$ cat src/hdl/pi_pkg.sv
package pi_pkg;

	// widths are fixed by the analog interpolator
	localparam int PHASE_W    = 8;
	localparam int STG2_W     = 2;  // quadrant select, binary
	localparam int STG1_IDX_W = 3;
	localparam int FINE_W     = 3;

	// one-hot and thermometer fields cover every index value
	localparam int STG1_W = 2 ** STG1_IDX_W;
	localparam int MIX_W  = 2 ** FINE_W;

	// field positions inside the phase code, top bit down
	localparam int FINE_LSB = 0;
	localparam int IDX_LSB  = FINE_LSB + FINE_W;
	localparam int QUAD_LSB = IDX_LSB + STG1_IDX_W;

	// quadrant | stage-1 index | fine step, wraps mod 256
	typedef logic [PHASE_W-1:0] phase_code_t;

	// select word as seen by the analog PI
	typedef struct packed
	{
		logic [STG2_W-1:0] stg2;   // stage-2 quadrant
		logic [STG1_W-1:0] stg1;   // stage-1 phase, one-hot
		logic [MIX_W-1:0]  mixer;  // mixer weight, thermometer
	} pi_sel_t;

	// decode of phase code zero
	localparam pi_sel_t DEC_RST_SEL = '{
		stg2:  '0,
		stg1:  STG1_W'(1),
		mixer: '0
	};

endpackage
$ cat src/hdl/pi_ctrl_top.sv
`timescale 1ns/1ps

module pi_ctrl_top
	(
	input  logic                clk,
	input  logic                rb,
	input  logic                i_clk_en,
	input  logic                i_update,
	input  logic                i_step,
	input  logic                i_step_up,
	input  logic                i_load,
	input  pi_pkg::phase_code_t i_load_code,
	output pi_pkg::pi_sel_t     o_sel
	);

	pi_pkg::phase_code_t phase_code;  // accumulator to decoder
	pi_pkg::pi_sel_t     dec_sel;     // decoder to update block

	// step pulses to phase code
	pi_phase_accum pi_phase_accum_i
		(
		.clk         (clk),
		.rb          (rb),
		.i_step      (i_step),
		.i_step_up   (i_step_up),
		.i_load      (i_load),
		.i_load_code (i_load_code),
		.o_code      (phase_code)
		);

	// code to quadrant, one-hot and thermometer selects
	pi_code_decode pi_code_decode_i
		(
		.clk    (clk),
		.rb     (rb),
		.i_code (phase_code),
		.o_sel  (dec_sel)
		);

	// analog side only sees a new code on an update edge
	pi_code_update pi_code_update_i
		(
		.clk      (clk),
		.rb       (rb),
		.i_clk_en (i_clk_en),
		.i_update (i_update),
		.i_sel    (dec_sel),
		.o_sel    (o_sel)
		);

endmodule

$ cat src/hdl/pi_code_update.sv
`timescale 1ns/1ps

module pi_code_update
	(
	input  logic            clk,
	input  logic            rb,
	input  logic            i_clk_en,   // freezes the whole block when low
	input  logic            i_update,   // rising edge requests a load
	input  pi_pkg::pi_sel_t i_sel,
	output pi_pkg::pi_sel_t o_sel
	);

	logic            req_q1;    // first request flop
	logic            req_q2;    // second request flop
	logic            req_q1_b;
	logic            req_q2_b;
	logic            stb_gate;
	logic            load_stb_b;
	logic            load_stb;
	pi_pkg::pi_sel_t sel_q;

	// both request stages frozen while the enable is low
	always_ff @(posedge clk or negedge rb)
	begin
		if (!rb)
		begin
			req_q1 <= 1'b0;
			req_q2 <= 1'b0;
		end
		else if (i_clk_en)
		begin
			req_q1 <= i_update;
			req_q2 <= req_q1;
		end
	end

	// strobe = en & q1 & ~q2 through the nand pair of the analog cell
	assign req_q1_b   = ~req_q1;
	assign req_q2_b   = ~req_q2;
	assign stb_gate   = ~(req_q1_b | ~i_clk_en);   // q1 seen while enabled
	assign load_stb_b = ~(req_q2_b & stb_gate);
	assign load_stb   = ~load_stb_b;

	// selects held stable between updates
	always_ff @(posedge clk or negedge rb)
	begin
		if (!rb)
		begin
			sel_q <= '0;
		end
		else if (load_stb)
		begin
			sel_q <= i_sel;
		end
	end

	assign o_sel = sel_q;

	// one load per request edge however long the request stays high
	a_stb_single: assert property (@(posedge clk) disable iff (!rb)
		load_stb |=> !load_stb);

	// PI selects move only on a strobe
	a_sel_hold: assert property (@(posedge clk) disable iff (!rb)
		!$stable(sel_q) |-> $past(load_stb));

endmodule

$ cat src/hdl/pi_code_decode.sv
`timescale 1ns/1ps

module pi_code_decode
	(
	input  logic                clk,
	input  logic                rb,
	input  pi_pkg::phase_code_t i_code,
	output pi_pkg::pi_sel_t     o_sel
	);

	logic [pi_pkg::STG2_W-1:0]     quad;
	logic [pi_pkg::STG1_IDX_W-1:0] idx;
	logic [pi_pkg::FINE_W-1:0]     fine;
	pi_pkg::pi_sel_t               sel_d;
	pi_pkg::pi_sel_t               sel_q;

	// split the code into its three fields
	assign quad = i_code[pi_pkg::QUAD_LSB +: pi_pkg::STG2_W];
	assign idx  = i_code[pi_pkg::IDX_LSB +: pi_pkg::STG1_IDX_W];
	assign fine = i_code[pi_pkg::FINE_LSB +: pi_pkg::FINE_W];

	always_comb
	begin
		sel_d.stg2 = quad;  // quadrant passes straight through

		// one bit at the stage-1 index
		for (int i = 0; i < pi_pkg::STG1_W; i++)
		begin
			sel_d.stg1[i] = (int'(idx) == i);
		end

		// fine value counts ones from bit 0 up, top bit stays clear
		for (int j = 0; j < pi_pkg::MIX_W; j++)
		begin
			sel_d.mixer[j] = (j < int'(fine));
		end
	end

	// one stage of retiming ahead of the update block
	always_ff @(posedge clk or negedge rb)
	begin
		if (!rb)
		begin
			sel_q <= pi_pkg::DEC_RST_SEL;
		end
		else
		begin
			sel_q <= sel_d;
		end
	end

	assign o_sel = sel_q;

	// analog stage 1 must never see two phases or none at once
	a_stg1_onehot: assert property (@(posedge clk) disable iff (!rb)
		$onehot(sel_q.stg1));

endmodule

$ cat src/hdl/pi_phase_accum.sv
`timescale 1ns/1ps

module pi_phase_accum
	(
	input  logic                clk,
	input  logic                rb,
	input  logic                i_step,       // one-cycle step pulse
	input  logic                i_step_up,    // step direction, 1 = up
	input  logic                i_load,       // one-cycle load pulse
	input  pi_pkg::phase_code_t i_load_code,
	output pi_pkg::phase_code_t o_code
	);

	pi_pkg::phase_code_t code_q;
	pi_pkg::phase_code_t code_d;
	pi_pkg::phase_code_t code_inc;
	pi_pkg::phase_code_t code_dec;

	// natural wrap at both ends
	assign code_inc = pi_pkg::phase_code_t'(code_q + 1'b1);
	assign code_dec = pi_pkg::phase_code_t'(code_q - 1'b1);

	// load wins over a step
	always_comb
	begin
		code_d = code_q;
		if (i_load)
		begin
			code_d = i_load_code;
		end
		else if (i_step)
		begin
			if (i_step_up)
			begin
				code_d = code_inc;
			end
			else
			begin
				code_d = code_dec;
			end
		end
	end

	always_ff @(posedge clk or negedge rb)
	begin
		if (!rb)
		begin
			code_q <= '0;
		end
		else
		begin
			code_q <= code_d;
		end
	end

	assign o_code = code_q;

	// step source and load source must not collide
	a_no_step_with_load: assert property (@(posedge clk) disable iff (!rb)
		!(i_step && i_load));

endmodule

$ cat config.mk
export PLATFORM = sky130hd
export DESIGN_NAME = pi_ctrl_top
export DESIGN_NICKNAME = d
export VERILOG_FILES = /design/src/hdl/pi_pkg.sv /design/src/hdl/pi_ctrl_top.sv /design/src/hdl/pi_code_update.sv /design/src/hdl/pi_code_decode.sv /design/src/hdl/pi_phase_accum.sv
export SDC_FILE = /design/constraint.sdc
export NUM_CORES = 1
export LEC_CHECK = 0
export BUFFER_PORTS_ARGS = -buffer_cell sky130_fd_sc_hd__buf_2
export CAP_MARGIN = 20
export CORE_ASPECT_RATIO = 1.2
export CORE_MARGIN = 1
export CORE_UTILIZATION = 49
export CTS_CLUSTER_DIAMETER = 100
export DETAILED_ROUTE_END_ITERATION = 8
export PLACE_DENSITY = 0.74
export SYNTH_ARGS = -nofsm -noshare
export SYNTH_HDL_FRONTEND = slang
export SYNTH_SLANG_ARGS = --single-unit
$ cat constraint.sdc
create_clock -name clk -period 2 [get_ports clk]
set_input_delay 0 -clock clk [delete_from_list [all_inputs] [get_ports clk]]
set_output_delay 0 -clock clk [all_outputs]
set_load 0.02 [all_outputs]
After elaboration in Yosys (flattened, before gate mapping)
Index checks and enable logic that the tools add are counted.

Output and inout bits: 18. Bits in registers: 44. Word-level logic and storage cells: 36.

Reduce and logical (&&, ||, !) cells: 2. Add/subtract/negate cells: 2. Mux-type cells: 3. Magnitude comparators: 7. Bitwise operators: 6. Eq/ne operators: 7.

Operators by type and width (number): 2-to-1 mux 8 bit (3); == test 3 bit, second input constant (4); less-than comparator 3 bit, first input constant (3); adder 8 x 1 -> 8 bit, second input constant (1); subtractor 8 x 1 -> 8 bit, second input constant (1); == test 3 x 2 -> 1 bit, second input constant (2); less-than comparator 1 x 3 -> 1 bit, first input constant (2); less-than comparator 2 x 3 -> 1 bit, first input constant (2); inverter 1 bit (4); == test 3 x 1 -> 1 bit, second input constant (1); zero test 3 bit (1); nonzero test 2 bit (1); AND 1 bit (1); bitwise OR 1 bit (1).

Depth between registers and ports, before layout
Gate-level depths: netlist (run 1).

Depth in word-level cells: 4. Mapped depth: 7. Mapped depth without buffers: 7.

Cells and area by module
A second synthesis (run 1) with hierarchy kept.

Cells, all modules: 150. Area total of the unflattened synthesis: 2001.9 um^2.

By module, submodules not included: pi_code_update (instances 1, cells an instance 42, area an instance 794.5 um^2); pi_phase_accum (instances 1, cells an instance 75, area an instance 665.6 um^2); pi_code_decode (instances 1, cells an instance 33, area an instance 541.8 um^2).

Least setup slack after synthesis (run 1)
OpenSTA, ideal clock, no wires.

Path kind: reg-to-reg. Start: register pi_phase_accum_i.code_q[2], in the netlist pi_phase_accum_i.o_code[2]. End: register pi_phase_accum_i.code_q[7], in the netlist pi_phase_accum_i.o_code[7]. Library setup time: 0.095 ns. Path buffers: 0. Arrival time: 1.874 ns. Period minus slack after synthesis: 1.970 ns. Slack: 0.030 ns. Cell stages (with the launch flop): 7. Cell sequence: dfrtp_1 > ha_1 > o21ai_0 > or3_1 > and4_4 > o31a_1 > o31ai_1.

Word-level cells in the longest chain between the ends: 4. Elaborated cells between the ends (all ways): 5. Those cells by class: add/sub (2); mux (3).

Ends and longest elaborated chain: from (decl) (RTL line pi_phase_accum.sv:14) `pi_pkg::phase_code_t code_q;`; from (signal assigned) (RTL line pi_phase_accum.sv:52) `code_q <= code_d;`; subtractor 8 x 1 -> 8 bit / adder 8 x 1 -> 8 bit (equally long branches) (RTL line pi_phase_accum.sv:21, pi_phase_accum.sv:20); 2-to-1 mux 8 bit (*) (RTL line pi_phase_accum.sv:33) `if (i_step_up)`; 2-to-1 mux 8 bit (*) (RTL line pi_phase_accum.sv:31) `else if (i_step)`; 2-to-1 mux 8 bit (*) (RTL line pi_phase_accum.sv:27) `if (i_load)`.

Mark *: on every way between the ends. The rest lies on a longest branch, timed or not. The select of a mux whose other input is x is not followed. A chain may end at the register's enable or synchronous reset.

Final worst setup path (run 1)
Start: register pi_phase_accum_i.code_q[4], in the netlist pi_phase_accum_i.o_code[4]. End: register pi_phase_accum_i.code_q[7], in the netlist pi_phase_accum_i.o_code[7].

Same word-level chain as after synthesis.

==> results of run 1 <==
## cell type report
class	instances	area share [%]
repair buffers	55	14.54
inverters	2	0.3009
clock buffers	6	2.909
flip-flops and latches	44	44.18
multi-input cells	98	34.05
clock inverters	2	1.404
well taps	52	2.608
## worst register-to-register path, delay by kind of cell (launching register included)
kind	cells	cell delay (ps)
simple gates	3	640
compound gates	2	450
flops	1	410
fa+ha+maj	1	330
## placed cells by master (no fill, tap or decap), types with 2 or more instances in the layout
cell type	n
ha_1	3
nor3_1	3
a21o_1	2
inv_1	2
nor2_1	3
o21bai_1	2
a21o_2	2
buf_2	31
xnor2_1	3
dlygate4sd3_1	11
nor3b_1	3
mux2_2	20
nand4b_1	2
a21oi_1	6
nor4b_1	2
o21ai_1	2
o21ai_0	6
dfrtp_1	43
mux2i_1	2
clkbuf_8	5
and3_1	2
nand2_1	9
ha_4	3
buf_4	13
a211oi_2	2
## registers in the layout, indices dropped and copies added, names as in the netlist
register                 flops
pi_code_decode_i.o_sel      17
pi_code_update_i.o_sel      17
pi_code_update_i.req_q1      1
pi_code_update_i.req_q2      1
pi_phase_accum_i.o_code      8
## timing repair
item                       4_1_cts  5_1_grt
buffers inserted                 0        1
hold endpoints to repair        31        0
hold buffers                    11        0
setup endpoints to repair        1        2
resized for setup                4        7
pin swaps                        2        0
## layer usage
metal / global-route usage [%] / part of all wire, % / vias to the layer above
met5: 0 / 0 / -
met4: 9.259 / 1.7 / 0
met1: 22.32 / 40 / 678
met3: 4.388 / 3.3 / 5
li1: - / - / 650
met2: 36.08 / 55 / 33
## where the power goes
part | leakage [uW] | total (uW) | internal [uW] | switching, uW
combinational | 0.000585 | 819 | 386 | 433
sequential | 0.000547 | 1150 | 1070 | 83.1
clock | 0.0000552 | 658 | 371 | 288
## stage by stage
stage          power, uW  instances
2_1_floorplan       1648        151
3_3_place_gp        1880        239
3_5_place_dp        1925        239
4_1_cts             2619        258
5_1_grt             2772        259
6_report            2631        259
## worst paths after layout
kind	start	to	slack, ps	depth (start not counted)
worst min register to register	pi_phase_accum_i.o_code[7]	pi_code_decode_i.o_sel[17]	440	0
worst max-delay path	pi_phase_accum_i.o_code[4]	pi_phase_accum_i.o_code[7]	80	6
worst max register to register	pi_phase_accum_i.o_code[4]	pi_phase_accum_i.o_code[7]	80	6
worst min-delay path	i_load_code[6]	pi_phase_accum_i.o_code[6]	10	3
min in group asynchronous	rb	pi_code_update_i.o_sel[2]	120	2
max in group asynchronous	rb	pi_code_decode_i.o_sel[8]	1160	3
## kinds of logic (layout without fill, tap and decap cells)
| logic type | Yosys count | in the layout | share of synthesized area (%) |
|---|---|---|---|
| DFF | 44 | 44 | 57.25 |
| and+or+nand+nor | 37 | 37 | 12.28 |
| AOI/OAI and AO/OA | 28 | 28 | 9.292 |
| muxes | 22 | 22 | 12.74 |
| buffers and inverters | 9 | 65 | 1.950 |
| adders and majority gates | 7 | 7 | 4.938 |
| xor gates and xnor gates | 3 | 3 | 1.365 |
| other | 1 | 1 | 0.1947 |
==> impl_metrics.ini, run 1 <==
[placement]
dpl_cell_area_sq_um = 2206
place_ws_ps = -29.82
gp_congestion = 0.9125
dpl.hpwl_um = 2589
place.port_buffers = 31

[final_layout]
fin_util_pct = 67.55
multiInputGateArea_sq_um = 849.6
area_growth_pct = 29.56
layout-drive-gt1-share_pct = 42.03
final_net_count = 228
num-fill-cells = 295
final_cell_area_sq_um = 2495
seq_area_sq_um = 1102
n_antenna_cell = 0

[synth]
synth_top_cells_by_count = dfrtp_1 (43), mux2_2 (20), nand2_1 (9)
synth_top_area_share_pct = 55.88
yosysMostFrequentCell = dfrtp_1
syn_avg_cell_area_sq_um = 12.75
syn_inst = 151
synth_area_sq_um = 1926
synth-edff-count = 0
ys_top_cells_by_area = dfrtp_1 (56%), mux2_2 (12%), ha_1 (3.9%)
synth_nets = 173
synth-main-ff-cell = dfrtp_1
ys_async_sr_fraction_pct = 100.0
synth_warnings = 0
seq_area_frac_synth_pct = 57.24
synth-seq-cells = 44
yosysTopAreaCell = dfrtp_1
ys_types = 41

[worst_setup_path]
crit_path_end_kind = flop
critPathArrivalTime_ps = 2120
crit_required_ps = 2210
path_delay_family = simple AND/OR/NAND/NOR gates
slowest_delay_ps = 410
cp_max_fo = 5
cp_cell_sequence = ha_4, nand2_8, or3_4, and4_4, o31a_1, o31ai_2
path_buf_inv = 0
startpoint_type = flop
slowest_stage = dfrtp_1
worstSetupPathType = reg2reg

[sta]
fin_tns_setup_ps = 0
hold_viol = 0
finalCriticalPeriod_ps = 1917
layout_setup_ws_ps = 83.19
maxSlewViolCount = 0
fin_skew_ps = 4.813
timing.final.crit_share_pct = 95.84
rsz0062_at_grt = true
setup_viol = 0
fmax_mhz = 521.7
timing.hold.ws_ps = 13.93

[clock_tree]
clkTransAtPathRegs_ps = 80
clk_latency_ps = 290
numCtsBuffers = 5
cts_tree = done
cts_root_buf = clkbuf_8
cts_htree_levels = 2
max-clock-path-buffers = 2
clock-sinks = 44

[floorplanning]
dieWidth_um = 59.23
die_h_um = 70.67
io-pin-count = 33
core_region_area_sq_um = 3694
placementRows = 24
start_util_pct = 52.13
dieArea_sq_um = 4185

[global_route]
grt-ovfl-total = 0
grt_pass1_vias = 1469
grt_pass1_wl_um = 6320
grt_max_degree = 33
track_usage_pct = 20.24
antenna_found_initial = 0

[pwr]
ir_worst_vdd_mv = 0.4105
cellLeakagePower_uw = 0.001187
power_density_nw_per_um2 = 1054

[detailed_routing]
final_antenna_net_count = 0
wl_um = 3748
firstDrtPassIters = 4
wire_per_inst_um = 14.47
initialDrtViolationCount = 70
vias_per_cell = 5.274
drcViolationCount = 0
vias = 1366

[run]
max_cap_violations = 0

[worst_hold_path]
min_path_type = in2reg

[status]
status = complete, no violations
(Power assumes the default switching activity.)
==> inputs of run 2 (changes only) <==
- HOLD_SLACK_MARGIN: unset -> 0.12
==> impl_metrics.ini, run 2 (same netlist as run 1, synthesis figures left out) <==
[status]
status = complete, no violations

[final_layout]
layout_common_cells = dfrtp_1 (43), buf_2 (31), mux2_2 (20), dlygate4sd3_1 (18), buf_4 (13)
area_growth_pct = 33.20
layout_commonest_cell = dfrtp_1
num-fill-cells = 286
layout-drive-gt1-share_pct = 40.65
n_antenna_cell = 0
final_net_count = 235

[sta]
layout_setup_ws_ps = 72.64
rsz0062_at_grt = true
timing.final.crit_share_pct = 96.37
fmax_mhz = 518.8
setup_viol = 0
fin_skew_ps = 4.472
hold_viol = 0
finalCriticalPeriod_ps = 1927
maxSlewViolCount = 0

[placement]
place.port_buffers = 31
place_ws_ps = -29.82
dpl.hpwl_um = 2589
gp_congestion = 0.9125

[worst_setup_path]
slowest_stage = dfrtp_1
crit_required_ps = 2210
critPathArrivalTime_ps = 2130
cp_cell_sequence = ha_1, a211oi_2, or3_4, and4_4, o31a_1, o31ai_2
startpoint_type = flop
worstSetupPathType = reg2reg
slowest_delay_ps = 430
cp_max_fo = 3
crit_path_end_kind = flop

[clock_tree]
max-clock-path-buffers = 2
cts_htree_levels = 2
numCtsBuffers = 5
clock-sinks = 44
clkTransAtPathRegs_ps = 80
clk_latency_ps = 290
cts_root_buf = clkbuf_8
cts_tree = done

[detailed_routing]
final_antenna_net_count = 0
drcViolationCount = 0
wire_per_inst_um = 14.70
firstDrtPassIters = 4
wl_um = 3909
vias_per_cell = 5.297
vias = 1409
initialDrtViolationCount = 56

[worst_hold_path]
min_path_type = in2reg

[floorplanning]
io-pin-count = 33
dieWidth_um = 59.23
placementRows = 24
start_util_pct = 52.13
core_region_area_sq_um = 3694
dieArea_sq_um = 4185
die_h_um = 70.67

[pwr]
power.total_uw = 2648
switching_share_pct = 30.68
power.internal_uw = 1836
p_sw_uw = 812.3
power_density_nw_per_um2 = 1032
cellLeakagePower_uw = 0.001211
power_frac_clock_pct = 25.0
p_seq_share_pct = 43.6
comb_power_share_pct = 31.5
ir_worst_vdd_mv = 0.4005

[global_route]
grt_max_degree = 33
track_usage_pct = 20.97
grt-ovfl-total = 0
grt_pass1_vias = 1488
antenna_found_initial = 0
grt_pass1_wl_um = 6541

[run]
max_cap_violations = 0
==> run 2: per-layer routing <==
metal | wire length [um] | part of all wire, % | GRT usage, % | up-vias
met1 | 1551 | 40 | 23.95 | 696
met3 | 142 | 3.6 | 4.388 | 7
met4 | 77 | 2.0 | 8.201 | 0
met5 | 0 | 0 | 0 | -
li1 | - | - | - | 664
met2 | 2137 | 55 | 37.33 | 42
==> run 2: power groups by stage <==
stage | logic, uW | registers [uW] | clock network, uW
2_1_floorplan | 352 | 1300 | 0
3_3_place_gp | 726 | 1150 | 0
3_5_place_dp | 755 | 1170 | 0
4_1_cts | 806 | 1160 | 668
5_1_grt | 902 | 1180 | 711
6_report | 834 | 1150 | 661
==> run 2: repair_timing <==
| action | CTS | global route |
|---|---|---|
| hold buffers | 18 | 0 |
| gates resized for setup | 4 | 7 |
| buffers inserted | 0 | 1 |
| pin swaps | 2 | 0 |
| setup endpoints to repair | 1 | 2 |
| hold endpoints to repair | 53 | 0 |
==> run 2: path summary, 6_finish.rpt <==
| kind | start | to | slack [ps] | cells past startpoint |
|---|---|---|---|---|
| setup / recovery | pi_phase_accum_i.o_code[1] | pi_phase_accum_i.o_code[7] | 70 | 6 |
| hold / removal | i_load | pi_phase_accum_i.o_code[1] | 130 | 2 |
| setup reg to reg | pi_phase_accum_i.o_code[1] | pi_phase_accum_i.o_code[7] | 70 | 6 |
| hold reg to reg | pi_phase_accum_i.o_code[6] | pi_code_decode_i.o_sel[16] | 450 | 0 |
| max in group asynchronous | rb | pi_code_decode_i.o_sel[4] | 450 | 4 |
| min in group asynchronous | rb | pi_code_update_i.o_sel[4] | 610 | 3 |
==> run 2: critical path, delay by kind of cell, from the launching register on <==
kind                       cells  cell delay (ps)
AOI/OAI and AO/OA              3              540
and+or+nand+nor                2              540
DFF                            1              430
adders and majority gates      1              330
==> run 2: metrics by stage <==
step / std cells / cell area (sq um) / TNS, ps / utilization (%) / hold WS, ps
finish: 266 / 2565 / 0 / 69.44 / 130.8
global route: 266 / 2565 / -4.134 / 69.44 / 145.9
CTS: 265 / 2531 / 0 / 68.53 / 121.2
detailed placement: 239 / 2206 / -29.82 / 59.72 / -108.0
global placement: 239 / 2206 / 0 / 59.72 / -113.0
floorplan: 151 / 1926 / 0 / - / -295.6
==> run 2: layout make-up <==
type	count	area [sq um]	share of cell area, %
timing repair buffer	62	432.9	16.88
tap	52	65.06	2.537
sequential	44	1102	42.98
clock buffer	6	72.57	2.829
multi-input combinational	98	849.6	33.12
clock inverter	2	35.03	1.366
inverter	2	7.507	0.2927
==> inputs of run 3 (changes only) <==
- CORE_ASPECT_RATIO: 1.2 -> 1.5
==> impl_metrics.ini, run 3 (same netlist as run 1, synthesis figures left out) <==
[sta]
timing.hold.ws_ps = 183.2
slew_headroom_pct = 37.20
fin_skew_ps = 4.088
maxSlewViolCount = 0
hold_viol = 0
setup_viol = 0
timing.final.crit_share_pct = 98.33
fmax_mhz = 508.5
worst_pin_slew_ps = 942.0
finalCriticalPeriod_ps = 1967

[final_layout]
area_growth_pct = 33.72
layout-drive-gt1-share_pct = 41.59
num-fill-cells = 259
n_antenna_cell = 0
layout_commonest_cell = dfrtp_1
final_net_count = 235
layout_common_cells = dfrtp_1 (42), buf_2 (30), mux2_2 (20), dlygate4sd3_1 (19), buf_4 (12)

[clock_tree]
clkTransAtPathRegs_ps = 80
max-clock-path-buffers = 2
clock-sinks = 44
cts_tree = done
cts_htree_levels = 2
clk_latency_ps = 290
numCtsBuffers = 5
cts_root_buf = clkbuf_8

[detailed_routing]
wl_um = 3702
final_antenna_net_count = 0
drcViolationCount = 0
firstDrtPassIters = 4
wire_per_inst_um = 14.40
vias_per_cell = 5.385
initialDrtViolationCount = 17
vias = 1384

[worst_setup_path]
crit_required_ps = 2170
cp_cell_sequence = ha_4, nand2_8, or3_4, and4_4, nor4_1, o31ai_2
critPathArrivalTime_ps = 2140
worstSetupPathType = reg2reg
slowest_stage = dfrtp_1
cp_max_fo = 4
startpoint_type = flop
path_buf_inv = 0
path_delay_family = simple AND/OR/NAND/NOR gates
slowest_delay_ps = 440
crit_path_end_kind = flop

[placement]
place.port_buffers = 31
gp_congestion = 0.9084
dpl.hpwl_um = 2382

[floorplanning]
die_h_um = 78.78
io-pin-count = 33
start_util_pct = 51.82
core_region_area_sq_um = 3716
placementRows = 27
dieArea_sq_um = 4190
dieWidth_um = 53.19

[global_route]
grt_max_degree = 45
grt_pass1_vias = 1396
grt_pass1_wl_um = 5851
antenna_found_initial = 0
track_usage_pct = 19.12
grt-ovfl-total = 0

[pwr]
cellLeakagePower_uw = 0.001205
power_density_nw_per_um2 = 1036
ir_worst_vdd_mv = 0.7468
power.total_uw = 2666

[worst_hold_path]
min_path_type = in2reg

[status]
status = complete, no violations

[run]
max_cap_violations = 0
[run 3: power by group]
part / total [uW] / switching (uW) / leakage, uW / internal [uW]
clock: 677 / 301 / 0.0000548 / 376
sequential: 1160 / 86.8 / 0.000546 / 1070
combinational: 832 / 430 / 0.000604 / 402
total: 2670 / 818 / 0.00121 / 1850
[run 3: path summary, 6_finish.rpt]
check	slack, ps	cells past startpoint	endpoint	start
max	30	6	pi_phase_accum_i.o_code[7]	pi_phase_accum_i.o_code[4]
min	180	3	pi_phase_accum_i.o_code[5]	i_step
max reg2reg	30	6	pi_phase_accum_i.o_code[7]	pi_phase_accum_i.o_code[4]
min reg2reg	410	0	pi_code_decode_i.o_sel[17]	pi_phase_accum_i.o_code[7]
max in group asynchronous	980	2	pi_phase_accum_i.o_code[1]	rb
min in group asynchronous	390	2	pi_code_decode_i.o_sel[4]	rb
[run 3: timing repair]
item                       4_1_cts  5_1_grt
hold buffers                    19        0
hold endpoints to repair        53        0
setup endpoints to repair        2        3
buffers inserted                 0        2
resized for setup                2       12
pin swaps                        0        8
[run 3: stage by stage]
stage          utilization, %  TNS (ps)  cells  worst slack (ps)  instance area (sq um)
2_1_floorplan               -         0    151             30.42                   1926
3_3_place_gp            58.65         0    228             36.37                   2180
3_5_place_dp            58.65    -53.27    228            -29.69                   2180
4_1_cts                 67.07    -27.92    255            -27.92                   2492
5_1_grt                 69.29    -34.79    257            -18.94                   2575
6_report                69.29         0    257             33.44                   2575
[run 3: per-layer routing]
metal | vias to the layer above | track usage [%] | part of all wire (%)
met5 | - | 0 | 0
met4 | 0 | 8.158 | 1.9
met3 | 6 | 2.874 | 2.5
met2 | 31 | 34.81 | 55
met1 | 682 | 21.08 | 40
li1 | 665 | - | -
[run 3: worst register-to-register path, delay by kind of cell, from the launching register on]
family | cells | cell delay (ps)
AO/OA/AOI/OAI | 1 | 110
adder cells (fa/ha/maj) | 1 | 340
flip-flops | 1 | 440
AND/OR/NAND/NOR | 4 | 960
[run 3: area by class of cell]
class | instances | area [sq um] | share of cell area (%)
clock buffers | 5 | 68.82 | 2.672
inverters | 2 | 7.507 | 0.2915
flip-flops and latches | 44 | 1104 | 42.86
repair buffers | 62 | 437.9 | 17.01
multi-input cells | 98 | 857.1 | 33.28
clock inverters | 3 | 46.29 | 1.798
well taps | 43 | 53.80 | 2.089
